--- src/thumb_ctrl_pkg.sv ---
package thumb_ctrl_pkg;

    // widths fixed by the 16-bit instruction set and the 32-bit datapath
    typedef logic [15:0] instr_t;
    typedef logic [31:0] word_t;
    typedef logic [3:0]  reg_addr_t;
    typedef logic [7:0]  reg_list_t;
    typedef logic [3:0]  step_t;

    typedef enum logic [3:0] {
        ALU_ADD       = 4'd0,
        ALU_SUB       = 4'd1,
        ALU_AND       = 4'd2,
        ALU_OR        = 4'd3,
        ALU_XOR       = 4'd4,
        ALU_BIT_CLEAR = 4'd5,
        ALU_NOT       = 4'd6,
        ALU_MUL       = 4'd7,
        ALU_LSL       = 4'd8,
        ALU_LSR       = 4'd9,
        ALU_ASR       = 4'd10,
        ALU_ROR       = 4'd11,
        ALU_ADC       = 4'd12,
        ALU_SBC       = 4'd13
    } alu_op_e;

    // the accumulator-immediate source carries the running offset of a multiple transfer
    typedef enum logic [1:0] {
        SRC_REG     = 2'd0,
        SRC_IMM     = 2'd1,
        SRC_ZERO    = 2'd2,
        SRC_ACC_IMM = 2'd3
    } src_sel_e;

    typedef enum logic [2:0] {
        FMT_IMM_SHIFT  = 3'd0,
        FMT_DATA_PROC  = 3'd1,
        FMT_STORE_MULT = 3'd2,
        FMT_LOAD_MULT  = 3'd3,
        FMT_OTHER      = 3'd4
    } fmt_e;

    typedef struct packed {
        logic      update_flag;
        logic      mem_write;
        logic      mem_read;
        logic      reg_write;
        logic      data_from_mem;
        src_sel_e  alu_in1_sel;
        src_sel_e  alu_in2_sel;
        alu_op_e   alu_op;
        word_t     imm;
        reg_addr_t reg_addr;
        logic      addr2_from_ctrl;
        logic      dest_from_ctrl;
    } ctrl_word_t;

    localparam ctrl_word_t CTRL_IDLE = '{
        update_flag:     1'b0,
        mem_write:       1'b0,
        mem_read:        1'b0,
        reg_write:       1'b0,
        data_from_mem:   1'b0,
        alu_in1_sel:     SRC_REG,
        alu_in2_sel:     SRC_REG,
        alu_op:          ALU_ADD,
        imm:             '0,
        reg_addr:        '0,
        addr2_from_ctrl: 1'b0,
        dest_from_ctrl:  1'b0
    };

    localparam int unsigned BYTES_PER_REG = 4;

    // shift/add/sub/move/compare immediate class, instruction bits 13:9
    // the low bits left open belong to the shift amount or to the destination register
    localparam logic [4:0] OP_LSL_IMM  = 5'b000??;
    localparam logic [4:0] OP_LSR_IMM  = 5'b001??;
    localparam logic [4:0] OP_ASR_IMM  = 5'b010??;
    localparam logic [4:0] OP_ADD_REG  = 5'b01100;
    localparam logic [4:0] OP_SUB_REG  = 5'b01101;
    localparam logic [4:0] OP_ADD_IMM3 = 5'b01110;
    localparam logic [4:0] OP_SUB_IMM3 = 5'b01111;
    localparam logic [4:0] OP_MOV_IMM8 = 5'b100??;
    localparam logic [4:0] OP_CMP_IMM8 = 5'b101??;
    localparam logic [4:0] OP_ADD_IMM8 = 5'b110??;
    localparam logic [4:0] OP_SUB_IMM8 = 5'b111??;

    // data-processing register class, instruction bits 9:6
    localparam logic [3:0] DP_AND = 4'b0000;
    localparam logic [3:0] DP_EOR = 4'b0001;
    localparam logic [3:0] DP_LSL = 4'b0010;
    localparam logic [3:0] DP_LSR = 4'b0011;
    localparam logic [3:0] DP_ASR = 4'b0100;
    localparam logic [3:0] DP_ADC = 4'b0101;
    localparam logic [3:0] DP_SBC = 4'b0110;
    localparam logic [3:0] DP_ROR = 4'b0111;
    localparam logic [3:0] DP_TST = 4'b1000;
    localparam logic [3:0] DP_NEG = 4'b1001;
    localparam logic [3:0] DP_CMP = 4'b1010;
    localparam logic [3:0] DP_CMN = 4'b1011;
    localparam logic [3:0] DP_ORR = 4'b1100;
    localparam logic [3:0] DP_MUL = 4'b1101;
    localparam logic [3:0] DP_BIC = 4'b1110;
    localparam logic [3:0] DP_MVN = 4'b1111;

endpackage

--- src/alu_op_decoder.sv ---
module alu_op_decoder import thumb_ctrl_pkg::*; (
    input  instr_t     instr_i,
    output ctrl_word_t alu_word_o
);

    logic [4:0] shift_code;
    logic [3:0] dp_code;
    word_t      imm_shift;
    word_t      imm3;
    word_t      imm8;

    assign shift_code = instr_i[13:9];
    assign dp_code    = instr_i[9:6];

    // immediate fields, zero extended to the ALU width
    assign imm_shift = word_t'(instr_i[10:6]);
    assign imm3      = word_t'(instr_i[8:6]);
    assign imm8      = word_t'(instr_i[7:0]);

    always_comb begin
        alu_word_o = CTRL_IDLE;

        // every ALU form sets the flags, and nearly all of them write a register
        alu_word_o.update_flag = 1'b1;
        alu_word_o.reg_write   = 1'b1;

        // bit 14 tells the data-processing encoding apart from the shift/immediate one
        // whether either one applies at all is decided in the merge stage
        if (instr_i[14]) begin
            case (dp_code)
                DP_AND: alu_word_o.alu_op = ALU_AND;
                DP_EOR: alu_word_o.alu_op = ALU_XOR;
                DP_LSL: alu_word_o.alu_op = ALU_LSL;
                DP_LSR: alu_word_o.alu_op = ALU_LSR;
                DP_ASR: alu_word_o.alu_op = ALU_ASR;
                DP_ADC: alu_word_o.alu_op = ALU_ADC;
                DP_SBC: alu_word_o.alu_op = ALU_SBC;
                DP_ROR: alu_word_o.alu_op = ALU_ROR;
                DP_TST: begin
                    alu_word_o.alu_op    = ALU_AND;
                    alu_word_o.reg_write = 1'b0;
                end
                DP_NEG: begin
                    // negate is computed as zero minus the operand
                    alu_word_o.alu_op      = ALU_SUB;
                    alu_word_o.alu_in1_sel = SRC_ZERO;
                end
                DP_CMP: begin
                    alu_word_o.alu_op    = ALU_SUB;
                    alu_word_o.reg_write = 1'b0;
                end
                DP_CMN: begin
                    alu_word_o.alu_op    = ALU_ADD;
                    alu_word_o.reg_write = 1'b0;
                end
                DP_ORR: alu_word_o.alu_op = ALU_OR;
                DP_MUL: alu_word_o.alu_op = ALU_MUL;
                DP_BIC: alu_word_o.alu_op = ALU_BIT_CLEAR;
                DP_MVN: alu_word_o.alu_op = ALU_NOT;
                default: alu_word_o.alu_op = ALU_ADD;
            endcase
        end else begin
            casez (shift_code)
                OP_LSL_IMM: begin
                    alu_word_o.alu_op      = ALU_LSL;
                    alu_word_o.alu_in2_sel = SRC_IMM;
                    alu_word_o.imm         = imm_shift;
                end
                OP_LSR_IMM: begin
                    alu_word_o.alu_op      = ALU_LSR;
                    alu_word_o.alu_in2_sel = SRC_IMM;
                    alu_word_o.imm         = imm_shift;
                end
                OP_ASR_IMM: begin
                    alu_word_o.alu_op      = ALU_ASR;
                    alu_word_o.alu_in2_sel = SRC_IMM;
                    alu_word_o.imm         = imm_shift;
                end
                OP_ADD_REG: alu_word_o.alu_op = ALU_ADD;
                OP_SUB_REG: alu_word_o.alu_op = ALU_SUB;
                OP_ADD_IMM3: begin
                    alu_word_o.alu_in2_sel = SRC_IMM;
                    alu_word_o.imm         = imm3;
                end
                OP_SUB_IMM3: begin
                    alu_word_o.alu_op      = ALU_SUB;
                    alu_word_o.alu_in2_sel = SRC_IMM;
                    alu_word_o.imm         = imm3;
                end
                OP_MOV_IMM8: begin
                    // move is zero plus the immediate
                    alu_word_o.alu_in1_sel = SRC_ZERO;
                    alu_word_o.alu_in2_sel = SRC_IMM;
                    alu_word_o.imm         = imm8;
                end
                OP_CMP_IMM8: begin
                    alu_word_o.alu_op      = ALU_SUB;
                    alu_word_o.alu_in2_sel = SRC_IMM;
                    alu_word_o.imm         = imm8;
                    alu_word_o.reg_write   = 1'b0;
                end
                OP_ADD_IMM8: begin
                    alu_word_o.alu_in2_sel = SRC_IMM;
                    alu_word_o.imm         = imm8;
                end
                OP_SUB_IMM8: begin
                    alu_word_o.alu_op      = ALU_SUB;
                    alu_word_o.alu_in2_sel = SRC_IMM;
                    alu_word_o.imm         = imm8;
                end
                default: alu_word_o.alu_op = ALU_ADD;
            endcase
        end
    end

endmodule

--- src/reg_list_sequencer.sv ---
module reg_list_sequencer import thumb_ctrl_pkg::*; (
    input  logic       clk_i,
    input  logic       reset_i,
    input  logic       valid_i,
    input  instr_t     instr_i,
    input  logic       seq_en_i,
    input  logic       is_load_i,
    output ctrl_word_t seq_word_o,
    output logic       seq_stall_o
);

    // registers of the list not yet transferred, all ones while idle
    reg_list_t mask_q;
    step_t     step_q;
    logic      base_in_list_q;

    reg_list_t reg_list;
    reg_list_t pending;
    reg_addr_t base_addr;
    reg_addr_t pick_addr;
    step_t     list_count;
    step_t     load_slot;

    function automatic reg_addr_t lowest_set(input reg_list_t list);
        reg_addr_t idx;
        idx = '0;
        for (int i = 7; i >= 0; i--) begin
            if (list[i]) begin
                idx = reg_addr_t'(i);
            end
        end
        return idx;
    endfunction

    function automatic reg_addr_t highest_set(input reg_list_t list);
        reg_addr_t idx;
        idx = '0;
        for (int i = 0; i < 8; i++) begin
            if (list[i]) begin
                idx = reg_addr_t'(i);
            end
        end
        return idx;
    endfunction

    function automatic step_t count_regs(input reg_list_t list);
        step_t sum;
        sum = '0;
        for (int i = 0; i < 8; i++) begin
            sum = sum + step_t'(list[i]);
        end
        return sum;
    endfunction

    assign reg_list   = instr_i[7:0];
    assign base_addr  = {1'b0, instr_i[10:8]};
    assign pending    = reg_list & mask_q;
    assign list_count = count_regs(reg_list);

    // stores walk the list upwards, loads walk it downwards
    assign pick_addr = is_load_i ? highest_set(pending) : lowest_set(pending);

    // loads fill the block from the top, so the first load uses the last slot
    assign load_slot = list_count - step_q - step_t'(1);

    assign seq_stall_o = valid_i && seq_en_i && (pending != '0);

    always_comb begin
        seq_word_o             = CTRL_IDLE;
        seq_word_o.alu_in2_sel = SRC_ACC_IMM;
        if (seq_stall_o) begin
            seq_word_o.reg_addr = pick_addr;
            if (is_load_i) begin
                seq_word_o.reg_write      = 1'b1;
                seq_word_o.data_from_mem  = 1'b1;
                seq_word_o.dest_from_ctrl = 1'b1;
                seq_word_o.imm            = word_t'(BYTES_PER_REG * load_slot);
            end else begin
                seq_word_o.mem_write       = 1'b1;
                seq_word_o.addr2_from_ctrl = 1'b1;
                seq_word_o.imm             = word_t'(BYTES_PER_REG * step_q);
            end
        end else begin
            // final cycle moves the base past the whole block
            seq_word_o.reg_addr       = base_addr;
            seq_word_o.dest_from_ctrl = 1'b1;
            seq_word_o.alu_op         = ALU_ADD;
            seq_word_o.imm            = word_t'(BYTES_PER_REG * list_count);
            // a loaded base keeps the value it got from memory
            seq_word_o.reg_write      = !(is_load_i && base_in_list_q);
        end
    end

    // the walk restarts whenever the instruction is consumed, dropped or not a multiple
    always_ff @(posedge clk_i) begin
        if (reset_i || !seq_stall_o) begin
            mask_q         <= '1;
            step_q         <= '0;
            base_in_list_q <= 1'b0;
        end else begin
            mask_q <= mask_q & ~(reg_list_t'(1) << pick_addr[2:0]);
            step_q <= step_q + step_t'(1);
            if (pick_addr == base_addr) begin
                base_in_list_q <= 1'b1;
            end
        end
    end

endmodule

--- src/ctrl_merge.sv ---
module ctrl_merge import thumb_ctrl_pkg::*; (
    input  logic       valid_i,
    input  instr_t     instr_i,
    input  ctrl_word_t alu_word_i,
    input  ctrl_word_t seq_word_i,
    input  logic       seq_stall_i,
    output logic       seq_en_o,
    output logic       is_load_o,
    output ctrl_word_t ctrl_o,
    output logic       stall_o
);

    fmt_e fmt;
    logic is_multiple;

    // format classes by their fixed leading bits
    always_comb begin
        if (instr_i[15:14] == 2'b00) begin
            fmt = FMT_IMM_SHIFT;
        end else if (instr_i[15:10] == 6'b010000) begin
            fmt = FMT_DATA_PROC;
        end else if (instr_i[15:12] == 4'b1100) begin
            fmt = instr_i[11] ? FMT_LOAD_MULT : FMT_STORE_MULT;
        end else begin
            fmt = FMT_OTHER;
        end
    end

    assign is_multiple = (fmt == FMT_STORE_MULT) || (fmt == FMT_LOAD_MULT);
    assign seq_en_o    = valid_i && is_multiple;
    assign is_load_o   = (fmt == FMT_LOAD_MULT);

    // only a multiple may hold the pipeline
    assign stall_o = seq_en_o && seq_stall_i;

    always_comb begin
        if (!valid_i) begin
            ctrl_o = CTRL_IDLE;
        end else begin
            case (fmt)
                FMT_IMM_SHIFT,
                FMT_DATA_PROC:  ctrl_o = alu_word_i;
                FMT_STORE_MULT,
                FMT_LOAD_MULT:  ctrl_o = seq_word_i;
                default:        ctrl_o = CTRL_IDLE;
            endcase
        end
    end

endmodule

--- src/thumb_ctrl_top.sv ---
module thumb_ctrl_top import thumb_ctrl_pkg::*; (
    input  logic       clk_i,
    input  logic       reset_i,
    input  logic       valid_i,
    input  instr_t     instr_i,
    output ctrl_word_t ctrl_o,
    output logic       stall_o
);

    ctrl_word_t alu_word;
    ctrl_word_t seq_word;
    logic       seq_stall;
    logic       seq_en;
    logic       is_load;

    alu_op_decoder u_alu_op_decoder (
        .instr_i    (instr_i),
        .alu_word_o (alu_word)
    );

    // multi-register walker, enabled by the merge stage
    reg_list_sequencer u_reg_list_sequencer (
        .clk_i       (clk_i),
        .reset_i     (reset_i),
        .valid_i     (valid_i),
        .instr_i     (instr_i),
        .seq_en_i    (seq_en),
        .is_load_i   (is_load),
        .seq_word_o  (seq_word),
        .seq_stall_o (seq_stall)
    );

    ctrl_merge u_ctrl_merge (
        .valid_i     (valid_i),
        .instr_i     (instr_i),
        .alu_word_i  (alu_word),
        .seq_word_i  (seq_word),
        .seq_stall_i (seq_stall),
        .seq_en_o    (seq_en),
        .is_load_o   (is_load),
        .ctrl_o      (ctrl_o),
        .stall_o     (stall_o)
    );

endmodule

--- config.mk ---
export PLATFORM = sky130hd
export DESIGN_NAME = thumb_ctrl_top
export DESIGN_NICKNAME = d
export VERILOG_FILES = /design/src/thumb_ctrl_pkg.sv /design/src/alu_op_decoder.sv /design/src/reg_list_sequencer.sv /design/src/ctrl_merge.sv /design/src/thumb_ctrl_top.sv
export SDC_FILE = /design/constraint.sdc
export NUM_CORES = 1
export LEC_CHECK = 0
export BUFFER_PORTS_ARGS = -buffer_cell sky130_fd_sc_hd__buf_2
export CORE_ASPECT_RATIO = 1.2
export CORE_MARGIN = 1
export CORE_UTILIZATION = 53
export DETAILED_ROUTE_END_ITERATION = 8
export GPL_TIMING_DRIVEN = 0
export PLACE_DENSITY = 0.86
export SLEW_MARGIN = 40
export SYNTH_ARGS = -nofsm -noshare
export SYNTH_HDL_FRONTEND = slang
export SYNTH_SLANG_ARGS = --single-unit
--- constraint.sdc ---
create_clock -name clk_i -period 5.8 [get_ports clk_i]
set_clock_uncertainty 0.15 [all_clocks]
set_input_delay 0.29 -clock clk_i [delete_from_list [all_inputs] [get_ports clk_i]]
set_output_delay 0.29 -clock clk_i [all_outputs]
set_load 0.01 [all_outputs]
==> results of run 1 <==
-- cells in the final DEF, fill, tap and decap left out, drive strengths merged, types with 4 or more instances in the layout --
cell    count
a22oi       6
ha          7
nand3       4
buf        72
nor2       22
a22o        5
inv        22
o21ai      16
conb       27
dfxtp      13
clkbuf      7
nor3       11
a21oi      16
fa          5
nand2      28
-- layout make-up --
type / instances / share of cell area [%]
Multi-Input combinational cell: 199 / 59.59
Sequential cell: 13 / 12.06
Buffer: 36 / 11.77
Timing Repair Buffer: 40 / 9.275
Inverter: 22 / 3.942
Tap cell: 36 / 2.087
Clock buffer: 3 / 1.043
Clock inverter: 1 / 0.2319
-- per-stage QoR --
step / instances / utilization [%] / power (mW)
global route: 350 / 68.78 / 0.3321
floorplan: 270 / - / 0.2110
CTS: 350 / 68.78 / 0.3053
finish: 350 / 68.78 / 0.3055
detailed placement: 346 / 67.90 / 0.2471
global placement: 346 / 67.90 / 0.2405
-- cell families after synthesis --
logic type | Yosys count
multiplexers | 3
XOR/XNOR | 6
flip-flops | 13
adder cells (fa/ha/maj) | 12
other | 1
AO/OA/AOI/OAI | 66
buffers and inverters | 58
AND/OR/NAND/NOR | 85
-- sequential cells by signal, summed over array words and instances (netlist names) --
register                             flops
u_reg_list_sequencer.base_in_list_q      1
u_reg_list_sequencer.mask_q              8
u_reg_list_sequencer.step_q              4
-- final timing paths --
path,start,endpoint,slack [ps],cells after the start
max reg2reg,u_reg_list_sequencer.mask_q[4]$_SDFF_PP1_,u_reg_list_sequencer.base_in_list_q$_SDFFE_PP0N_,3940,6
min,reset_i,u_reg_list_sequencer.mask_q[2]$_SDFF_PP1_,110,3
max,instr_i[0],ctrl_o[11],1410,16
min reg2reg,u_reg_list_sequencer.mask_q[2]$_SDFF_PP1_,u_reg_list_sequencer.mask_q[2]$_SDFF_PP1_,330,2
-- where the power goes --
| group | switching, mW | total, mW | internal (mW) |
|---|---|---|---|
| Combinational | 0.0875 | 0.156 | 0.0689 |
| Sequential | 0.000187 | 0.0896 | 0.0894 |
| Clock | 0.0339 | 0.0596 | 0.0256 |
| Total | 0.122 | 0.306 | 0.184 |
-- layer usage --
metal  part of all wire, %  track usage [%]  vias up
li1                      -                -      941
met1                    40            33.80      849
met2                    52            47.44       92
met3                   7.2            3.241        8
met4                  0.90            8.750        0
met5                     0                0        -
-- worst max-delay path, cell delays in order --
cell,delay (ps)
buf_2,130
ha_1,270
inv_1,40
fa_1,490
fa_1,420
fa_1,420
fa_1,530
inv_1,80
ha_1,270
a21o_1,150
a21oi_1,170
xor2_1,230
o21a_1,130
o21ai_0,80
a21boi_1,120
buf_2,140
==> results.sh, run 1 <==
export IMPL_dp_final_hpwl_um=3641
export IMPL_fill_cells=314
export IMPL_fmax_ghz=0.2278
export IMPL_crit_path_end_kind="output port"
export IMPL_synth_area_mux_share_pct=1.749
export IMPL_seqCellArea_um2=260.3
export IMPL_setup_viol=0
export IMPL_fin_area_um2=2158
export IMPL_ir_drop_v=0.0001502
export IMPL_nets=346
export IMPL_tns_ps=0
export IMPL_ant_nets=0
export IMPL_critical_path_required_ps=5360
export IMPL_rows=22
export IMPL_outcome="complete, no violations"
export IMPL_fp_dieArea_um2=3611
export IMPL_synth_area_leaders="dfxtp_1, buf_4, nand2_1"
export IMPL_grt_max_degree=11
export IMPL_finalHoldViolCount=0
export IMPL_syn_area_um2=1788
export IMPL_cts_root_buf="clkbuf_4"
export IMPL_holdWs_ps=108.0
export IMPL_max_slew_margin_pct=64.55
export IMPL_grt_setup_unrepaired="no"
export IMPL_drt_wirelength_per_cell_um=12.74
export IMPL_place_port_buffers=40
export IMPL_synth_simple_gate_area_share_pct=26.52
export IMPL_arrival_ps=3950
export IMPL_synthArstFlopShare_pct=0
export IMPL_synth_compound_area_share_pct=24.56
export IMPL_finalCritPeriodShare_pct=75.70
export IMPL_multi_input_comb_area_um2=1286
export IMPL_core_um2=3138
export IMPL_synth_most_common_cell="buf_4"
export IMPL_synth_edf_count=0
export IMPL_start_util_pct=56.98
export IMPL_wl_um=4458
export IMPL_cts_buffers=3
export IMPL_power_density_nw_per_um2=141.5
export IMPL_crit_fanout=4
export IMPL_maxSlewViolCount=0
export IMPL_cts_clk_slew_worst_paths_ps=90
export IMPL_synth_avg_cell_area_um2=7.328
export IMPL_ios=71
export IMPL_viasPerCell=5.400
export IMPL_first_pass_iters=5
export IMPL_cts_setup_buffers=0
export IMPL_grt_pass1_wl_um=7362
export IMPL_power_leakage_nw=1.102
export IMPL_grt_overflow=0
export IMPL_yosys_area_share_adder_pct=10.50
export IMPL_drive_gt1_share_pct=28.34
export IMPL_htreeDepth=1
export IMPL_yosysWarnings=0
export IMPL_yosysTopAreaCellShare_pct=14.56
export IMPL_cts_tree="built"
export IMPL_post_route_min_period_ps=4390
export IMPL_fin_ws_ps=1410
export IMPL_synth_common_cells="buf_4, nand2_1, inv_1, nor2_1"
export IMPL_hold_buffers=0
export IMPL_gp_congestion=0.8903
export IMPL_seq_area_frac_synth_pct=14.56
export IMPL_post_cts_resized=0
export IMPL_synth_top_family_by_area="simple AND/OR/NAND/NOR gates"
export IMPL_die_x_um=55.02
export IMPL_syn_to_final_growth_pct=20.71
export IMPL_postPlaceCellArea_um2=2131
export IMPL_tightestPinTransition_ps=526.2
export IMPL_min_path_type="in -> reg"
export IMPL_route_vias_total=1890
export IMPL_numClockSinks=13
export IMPL_synth_xor_area_share_pct=2.939
export IMPL_ys_types=53
export IMPL_clk_latency_ps=290
export IMPL_yosysTopAreaCell="dfxtp_1"
export IMPL_drt_initial_drc_count=90
export IMPL_cts_buffer_depth=2
export IMPL_grt_usage_pct=27.39
export IMPL_crit_type="in -> out"
export IMPL_synth_main_ff_cell="dfxtp_1"
export IMPL_synth_cells=244
export IMPL_diodes=0
export IMPL_dieHeight_um=65.63
export IMPL_dp_slack_ps=1399
export IMPL_startpoint_type="primary input"
export IMPL_antenna_found_initial=0
export IMPL_drc=0
export IMPL_cap_violations=0
export IMPL_first_global_vias=1686
export IMPL_yosys_register_bits=13
(Power assumes the default switching activity.)
==> inputs of run 2 (changes only) <==
--- a/config.mk
+++ b/config.mk
@@ -5,13 +5,14 @@
 export SDC_FILE = /design/constraint.sdc
 export NUM_CORES = 1
 export LEC_CHECK = 0
+export ABC_AREA = 1
 export BUFFER_PORTS_ARGS = -buffer_cell sky130_fd_sc_hd__buf_2
 export CORE_ASPECT_RATIO = 1.2
 export CORE_MARGIN = 1
-export CORE_UTILIZATION = 53
+export CORE_UTILIZATION = 45
 export DETAILED_ROUTE_END_ITERATION = 8
 export GPL_TIMING_DRIVEN = 0
-export PLACE_DENSITY = 0.86
+export PLACE_DENSITY = 0.78
 export SLEW_MARGIN = 40
 export SYNTH_ARGS = -nofsm -noshare
 export SYNTH_HDL_FRONTEND = slang
==> constraint.sdc (replaced) <==
create_clock -name clk_i -period 3.67 [get_ports clk_i]
set_clock_uncertainty 0.15 [all_clocks]
set_input_delay 0.1835 -clock clk_i [delete_from_list [all_inputs] [get_ports clk_i]]
set_output_delay 0.1835 -clock clk_i [all_outputs]
set_load 0.01 [all_outputs]
==> run 2 against run 1 <==
  * The run now ends with negative setup slack left
  * Worst setup slack lost 1700 ps
  * Wire length grew 1.2%
  * Clock-buffer cell count grew 1
  * Core utilization shrank 7.0 points
  * Non-clock buffer count shrank 2
  * Die area grew 18%
==> results.sh, run 2 <==
export IMPL_crit_path_end_kind="output port"
export IMPL_numClockSinks=13
export IMPL_largest_reg_flops=8
export IMPL_fill_cells=394
export IMPL_startpoint_type="primary input"
export IMPL_finalHoldViolCount=0
export IMPL_cts_root_buf="clkbuf_8"
export IMPL_outcome="finished, violations left"
export IMPL_cap_violations=0
export IMPL_grt_pass1_wl_um=7300
export IMPL_grt_overflow=0
export IMPL_min_path_type="in -> reg"
export IMPL_placed_cells=399
export IMPL_critical_path_required_ps=3340
export IMPL_start_util_pct=48.29
export IMPL_power_leakage_nw=1.259
export IMPL_dieHeight_um=71.24
export IMPL_layout_common_cells="nand2_1, inv_1, buf_2"
export IMPL_maxSlewViolCount=0
export IMPL_viasPerCell=4.773
export IMPL_wl_um=4510
export IMPL_die_x_um=59.70
export IMPL_grt_usage_pct=22.00
export IMPL_finalCritPeriodShare_pct=107.8
export IMPL_drt_initial_drc_count=95
export IMPL_arrival_ps=3620
export IMPL_yosysWarnings=0
export IMPL_drive_gt1_share_pct=31.16
export IMPL_final_common_cell="nand2_1"
export IMPL_drt_wirelength_per_cell_um=11.14
export IMPL_max_flop_register="u_reg_list_sequencer.mask_q"
export IMPL_instances_no_fill=405
export IMPL_hold_buffers=0
export IMPL_power_density_nw_per_um2=242.8
export IMPL_violations="negative setup slack"
export IMPL_nets=385
export IMPL_antenna_found_initial=0
export IMPL_fmax_ghz=0.2528
export IMPL_first_global_vias=1793
export IMPL_gp_congestion=0.9352
export IMPL_first_pass_iters=4
export IMPL_yosys_register_bits=13
export IMPL_clk_latency_ps=240
export IMPL_place_port_buffers=40
export IMPL_seq_area_frac_synth_pct=14.47
export IMPL_syn_to_final_growth_pct=28.04
export IMPL_ant_nets=0
export IMPL_multi_input_comb_area_um2=1271
export IMPL_cts_buffer_depth=2
export IMPL_cts_buffers=3
export IMPL_grt_setup_unrepaired="yes"
export IMPL_fin_ws_ps=-285.0
export IMPL_synthArstFlopShare_pct=0
export IMPL_diodes=0
export IMPL_fin_area_um2=2302
export IMPL_rows=24
export IMPL_drc=0
export IMPL_fp_dieArea_um2=4253
export IMPL_synth_edf_count=0
export IMPL_synth_area_leaders="dfxtp_1, nand2_1, buf_4"
export IMPL_route_vias_total=1933
export IMPL_postPlaceCellArea_um2=2167
export IMPL_core_um2=3724
export IMPL_reg_top3="u_reg_list_sequencer.mask_q: 8 flops, u_reg_list_sequencer.step_q: 4 flops, u_reg_list_sequencer.base_in_list_q: 1 flops"
export IMPL_yosysTopAreaCellShare_pct=14.47
export IMPL_seqCellArea_um2=260.3
export IMPL_ios=71
export IMPL_cts_clk_slew_worst_paths_ps=50
export IMPL_crit_type="in -> out"
export IMPL_synth_main_ff_cell="dfxtp_1"
export IMPL_syn_area_um2=1798
export IMPL_synth_cells=281
export IMPL_setup_viol=3
export IMPL_synth_most_common_cell="nand2_1"
export IMPL_cts_tree="built"
export IMPL_yosysTopAreaCell="dfxtp_1"
export IMPL_synth_common_cells="nand2_1, inv_1, buf_4"
export IMPL_crit_fanout=2
export IMPL_dp_final_hpwl_um=3768
export IMPL_ys_types=38
export IMPL_ir_drop_v=0.0002353
export IMPL_htreeDepth=1
export IMPL_grt_max_degree=11
export IMPL_fin_util_pct=61.83
export IMPL_post_route_min_period_ps=3955
export IMPL_synth_avg_cell_area_um2=6.398
run 2: report_power, final:
part	total, mW	switching [mW]	internal [mW]
sequential	0.142	0.000287	0.142
clock	0.125	0.0488	0.0766
combinational	0.292	0.159	0.133
run 2: cells by family (layout without fill, tap and decap cells):
| logic type | count (synthesis) | count (layout) | share of synthesized area, % |
|---|---|---|---|
| and+or+nand+nor | 119 | 119 | 31.32 |
| buffers and inverters | 79 | 125 | 23.66 |
| AOI/OAI and AO/OA | 52 | 52 | 17.47 |
| DFF | 13 | 13 | 14.47 |
| adders and majority gates | 12 | 12 | 10.44 |
| xor gates and xnor gates | 5 | 5 | 2.436 |
| other | 1 | 27 | 0.2086 |
run 2: layer usage:
layer	vias up	global-route usage, %	routed length (um)
met1	847	24.72	1853
met2	86	39.01	2242
met5	-	0	0
met4	0	12.92	150
met3	15	2.166	264
li1	985	-	-
run 2: worst paths after layout:
path | startpoint | to | slack (ps) | cells past startpoint
hold reg to reg | u_reg_list_sequencer.mask_q[7]$_SDFF_PP1_ | u_reg_list_sequencer.mask_q[7]$_SDFF_PP1_ | 300 | 2
setup / recovery | instr_i[1] | ctrl_o[11] | -290 | 18
setup reg to reg | u_reg_list_sequencer.mask_q[5]$_SDFF_PP1_ | u_reg_list_sequencer.base_in_list_q$_SDFFE_PP0N_ | 2000 | 8
hold / removal | reset_i | u_reg_list_sequencer.mask_q[2]$_SDFF_PP1_ | 40 | 3
run 2: through the flow:
| stage | total power, mW | hold WS (ps) | TNS [ps] | worst slack [ps] |
|---|---|---|---|---|
| after floorplan | 0.3387 | 149.4 | -12.94 | -12.94 |
| after global placement | 0.3888 | 278.2 | -812.7 | -402.8 |
| after detailed placement | 0.3946 | 288.9 | -929.0 | -455.8 |
| after CTS | 0.5467 | 40.42 | -607.7 | -293.1 |
| after global routing | 0.6070 | 52.80 | -975.9 | -421.4 |
| final | 0.5591 | 42.35 | -591.9 | -285.0 |
run 2: area by class of cell:
cell class,instances,share of cell area [%]
Timing Repair Buffer,42,10.22
Tap cell,52,2.826
Clock buffer,4,1.957
Inverter,47,7.717
Multi-Input combinational cell,215,55.22
Sequential cell,13,11.30
Buffer,32,10.76
run 2: worst max-delay path, stage by stage:
cell     delay, ps
buf_8          100
ha_4           250
inv_2           30
fa_1           480
fa_1           440
fa_2           370
fa_1           550
inv_2           70
ha_4           210
a21o_1         160
a21oi_2        130
nand3_1        100
nand3_1        100
nand2_1         50
nand3_1         60
nand2_1         60
a21oi_2        130
buf_2          140
run 2: timing repair:
action                                  CTS  global route
pin swaps                                 5             3
setup buffers                             2             0
endpoints found under the setup margin    3             3
resized for setup                        13             2
==> inputs of run 3 (changes only) <==
==> constraint.sdc (replaced) <==
create_clock -name clk_i -period 3.67 [get_ports clk_i]
set_clock_uncertainty 0.15 [all_clocks]
set_input_delay 0.367 -clock clk_i [delete_from_list [all_inputs] [get_ports clk_i]]
set_output_delay 0.367 -clock clk_i [all_outputs]
set_load 0.01 [all_outputs]
==> run 3 against run 2 <==
  * Register-to-register slack got worse by 20 ps
  * Largest power group unchanged
  * Sequential power barely moved
  * Worst setup slack got worse by 370 ps
  * Critical path type unchanged
  * The flow still finishes with violations (negative setup slack)
  * Combinational power barely moved
  * Clock-buffer cell count did not move
==> results.sh, run 3 (synthesis gave the netlist of run 2 again) <==
export IMPL_fill_cells=373
export IMPL_tns_ps=-1882
export IMPL_crit_path_end_kind="output port"
export IMPL_cts_clk_slew_worst_paths_ps=50
export IMPL_cts_buffer_depth=2
export IMPL_fp_dieArea_um2=4253
export IMPL_dieHeight_um=71.24
export IMPL_crit_top_cell="nand3_1"
export IMPL_violations="negative setup slack"
export IMPL_arrival_ps=3810
export IMPL_grt_max_degree=11
export IMPL_ios=71
export IMPL_viasPerCell=4.733
export IMPL_path_cells="buf_8, ha_4, inv_2, fa_1, fa_1, fa_2, fa_2, inv_2, ha_4, a21o_1, a21oi_2, nand3_1, nand3_1, nand2_1, nand3_1, nand2_1, a21oi_2, buf_2"
export IMPL_grt_usage_pct=21.32
export IMPL_drt_initial_drc_count=84
export IMPL_worstHoldPathCells=3
export IMPL_finalHoldViolCount=0
export IMPL_startpoint_type="primary input"
export IMPL_power_leakage_nw=1.255
export IMPL_rows=24
export IMPL_rr_worst_depth=8
export IMPL_first_pass_iters=4
export IMPL_largest_reg_flops=8
export IMPL_cap_violations=0
export IMPL_layout_common_cells="nand2_1, inv_1, buf_2"
export IMPL_crit_fanout=3
export IMPL_start_util_pct=48.29
export IMPL_drt_wirelength_per_cell_um=11.08
export IMPL_diodes=0
export IMPL_fin_util_pct=61.86
export IMPL_antenna_found_initial=0
export IMPL_htreeDepth=1
export IMPL_first_global_vias=1726
export IMPL_cts_root_buf="clkbuf_8"
export IMPL_ir_drop_v=0.0001721
export IMPL_max_flop_register="u_reg_list_sequencer.mask_q"
export IMPL_grt_overflow=0
export IMPL_grt_pass1_wl_um=7113
export IMPL_syn_to_final_growth_pct=28.11
export IMPL_final_common_cell="nand2_1"
export IMPL_core_um2=3724
export IMPL_fin_ws_ps=-658.1
export IMPL_clk_latency_ps=240
export IMPL_setup_viol=3
export IMPL_fmax_ghz=0.2310
export IMPL_wl_um=4486
export IMPL_cts_buffers=3
export IMPL_numClockSinks=13
export IMPL_ant_nets=0
export IMPL_place_port_buffers=40
export IMPL_max_stage_delay_ps=560
export IMPL_fin_area_um2=2303
export IMPL_drive_gt1_share_pct=31.73
export IMPL_nets=385
export IMPL_slowest_stage="fa_2"
export IMPL_holdWs_ps=221.5
export IMPL_route_vias_total=1917
export IMPL_crit_family="adder cells"
export IMPL_reg_top3="u_reg_list_sequencer.mask_q: 8 flops, u_reg_list_sequencer.step_q: 4 flops, u_reg_list_sequencer.base_in_list_q: 1 flops"
export IMPL_crit_cells=18
export IMPL_cts_tree="built"
export IMPL_dp_final_hpwl_um=3650
export IMPL_outcome="finished, violations left"
export IMPL_post_route_min_period_ps=4328
export IMPL_drc=0
export IMPL_critical_path_required_ps=3150
export IMPL_min_path_type="in -> reg"
export IMPL_grt_setup_unrepaired="yes"
export IMPL_maxSlewViolCount=0
export IMPL_crit_type="in -> out"
export IMPL_power_density_nw_per_um2=243.1
export IMPL_die_x_um=59.70
export IMPL_finalCritPeriodShare_pct=117.9
export IMPL_path_buf_inv=4
export IMPL_gp_congestion=0.9262
export IMPL_postPlaceCellArea_um2=2185
-- run 3: cell counts in the layout (fill, tap and decap cells not counted) --
No cell type changed its count.
-- run 3: stage by stage --
| stage | instances | worst slack, ps | total power [mW] |
|---|---|---|---|
| 4_1_cts | 404 | -665.8 | 0.5557 |
| 2_1_floorplan | 307 | -372.9 | 0.3448 |
| 3_3_place_gp | 399 | -768.5 | 0.3963 |
| 3_5_place_dp | 399 | -812.8 | 0.4027 |
| 5_1_grt | 405 | -812.0 | 0.6109 |
| 6_report | 405 | -658.1 | 0.5600 |
-- run 3: cell type report --
| type | instances | area (um2) | area share, % |
|---|---|---|---|
| Tap cell | 52 | 65.06 | 2.825 |
| Buffer | 32 | 247.7 | 10.76 |
| Multi-Input combinational cell | 215 | 1272 | 55.24 |
| Timing Repair Buffer | 42 | 235.2 | 10.21 |
| Clock buffer | 4 | 45.04 | 1.955 |
| Inverter | 47 | 177.7 | 7.713 |
| Sequential cell | 13 | 260.3 | 11.30 |
-- run 3: metal layers --
metal | vias up | GRT usage (%) | part of all wire, %
met1 | 840 | 24.89 | 43
met3 | 6 | 1.986 | 6.4
met5 | - | 0 | 0
met2 | 89 | 39.63 | 50
met4 | 0 | 6.718 | 0.74
li1 | 982 | - | -
-- run 3: timing repair --
item / CTS / global route
pin swaps: 3 / 1
hold buffers: 0 / 0
gates cloned: 0 / 0
endpoints found under the setup margin: 4 / 4
setup buffers: 1 / 1
gates resized for setup: 10 / 2
-- run 3: final timing paths --
path | from | end | slack (ps)
setup / recovery | instr_i[1] | ctrl_o[11] | -660
setup reg to reg | u_reg_list_sequencer.mask_q[4]$_SDFF_PP1_ | u_reg_list_sequencer.base_in_list_q$_SDFFE_PP0N_ | 1980
hold reg to reg | u_reg_list_sequencer.mask_q[3]$_SDFF_PP1_ | u_reg_list_sequencer.mask_q[3]$_SDFF_PP1_ | 300
hold / removal | reset_i | u_reg_list_sequencer.mask_q[3]$_SDFF_PP1_ | 220
-- run 3: power by group --
part	internal (mW)	switching, mW
clock network	0.0766	0.0502
logic	0.132	0.159
registers	0.142	0.000261
-- run 3: worst reg2reg max path, cell delays in order (launching register included) --
cell	delay, ps
dfxtp_1	310
nand2_1	130
nand2_1	130
nor2_1	180
o21bai_4	200
xor2_1	240
nor2_2	70
nand3_1	110
a21oi_2	60
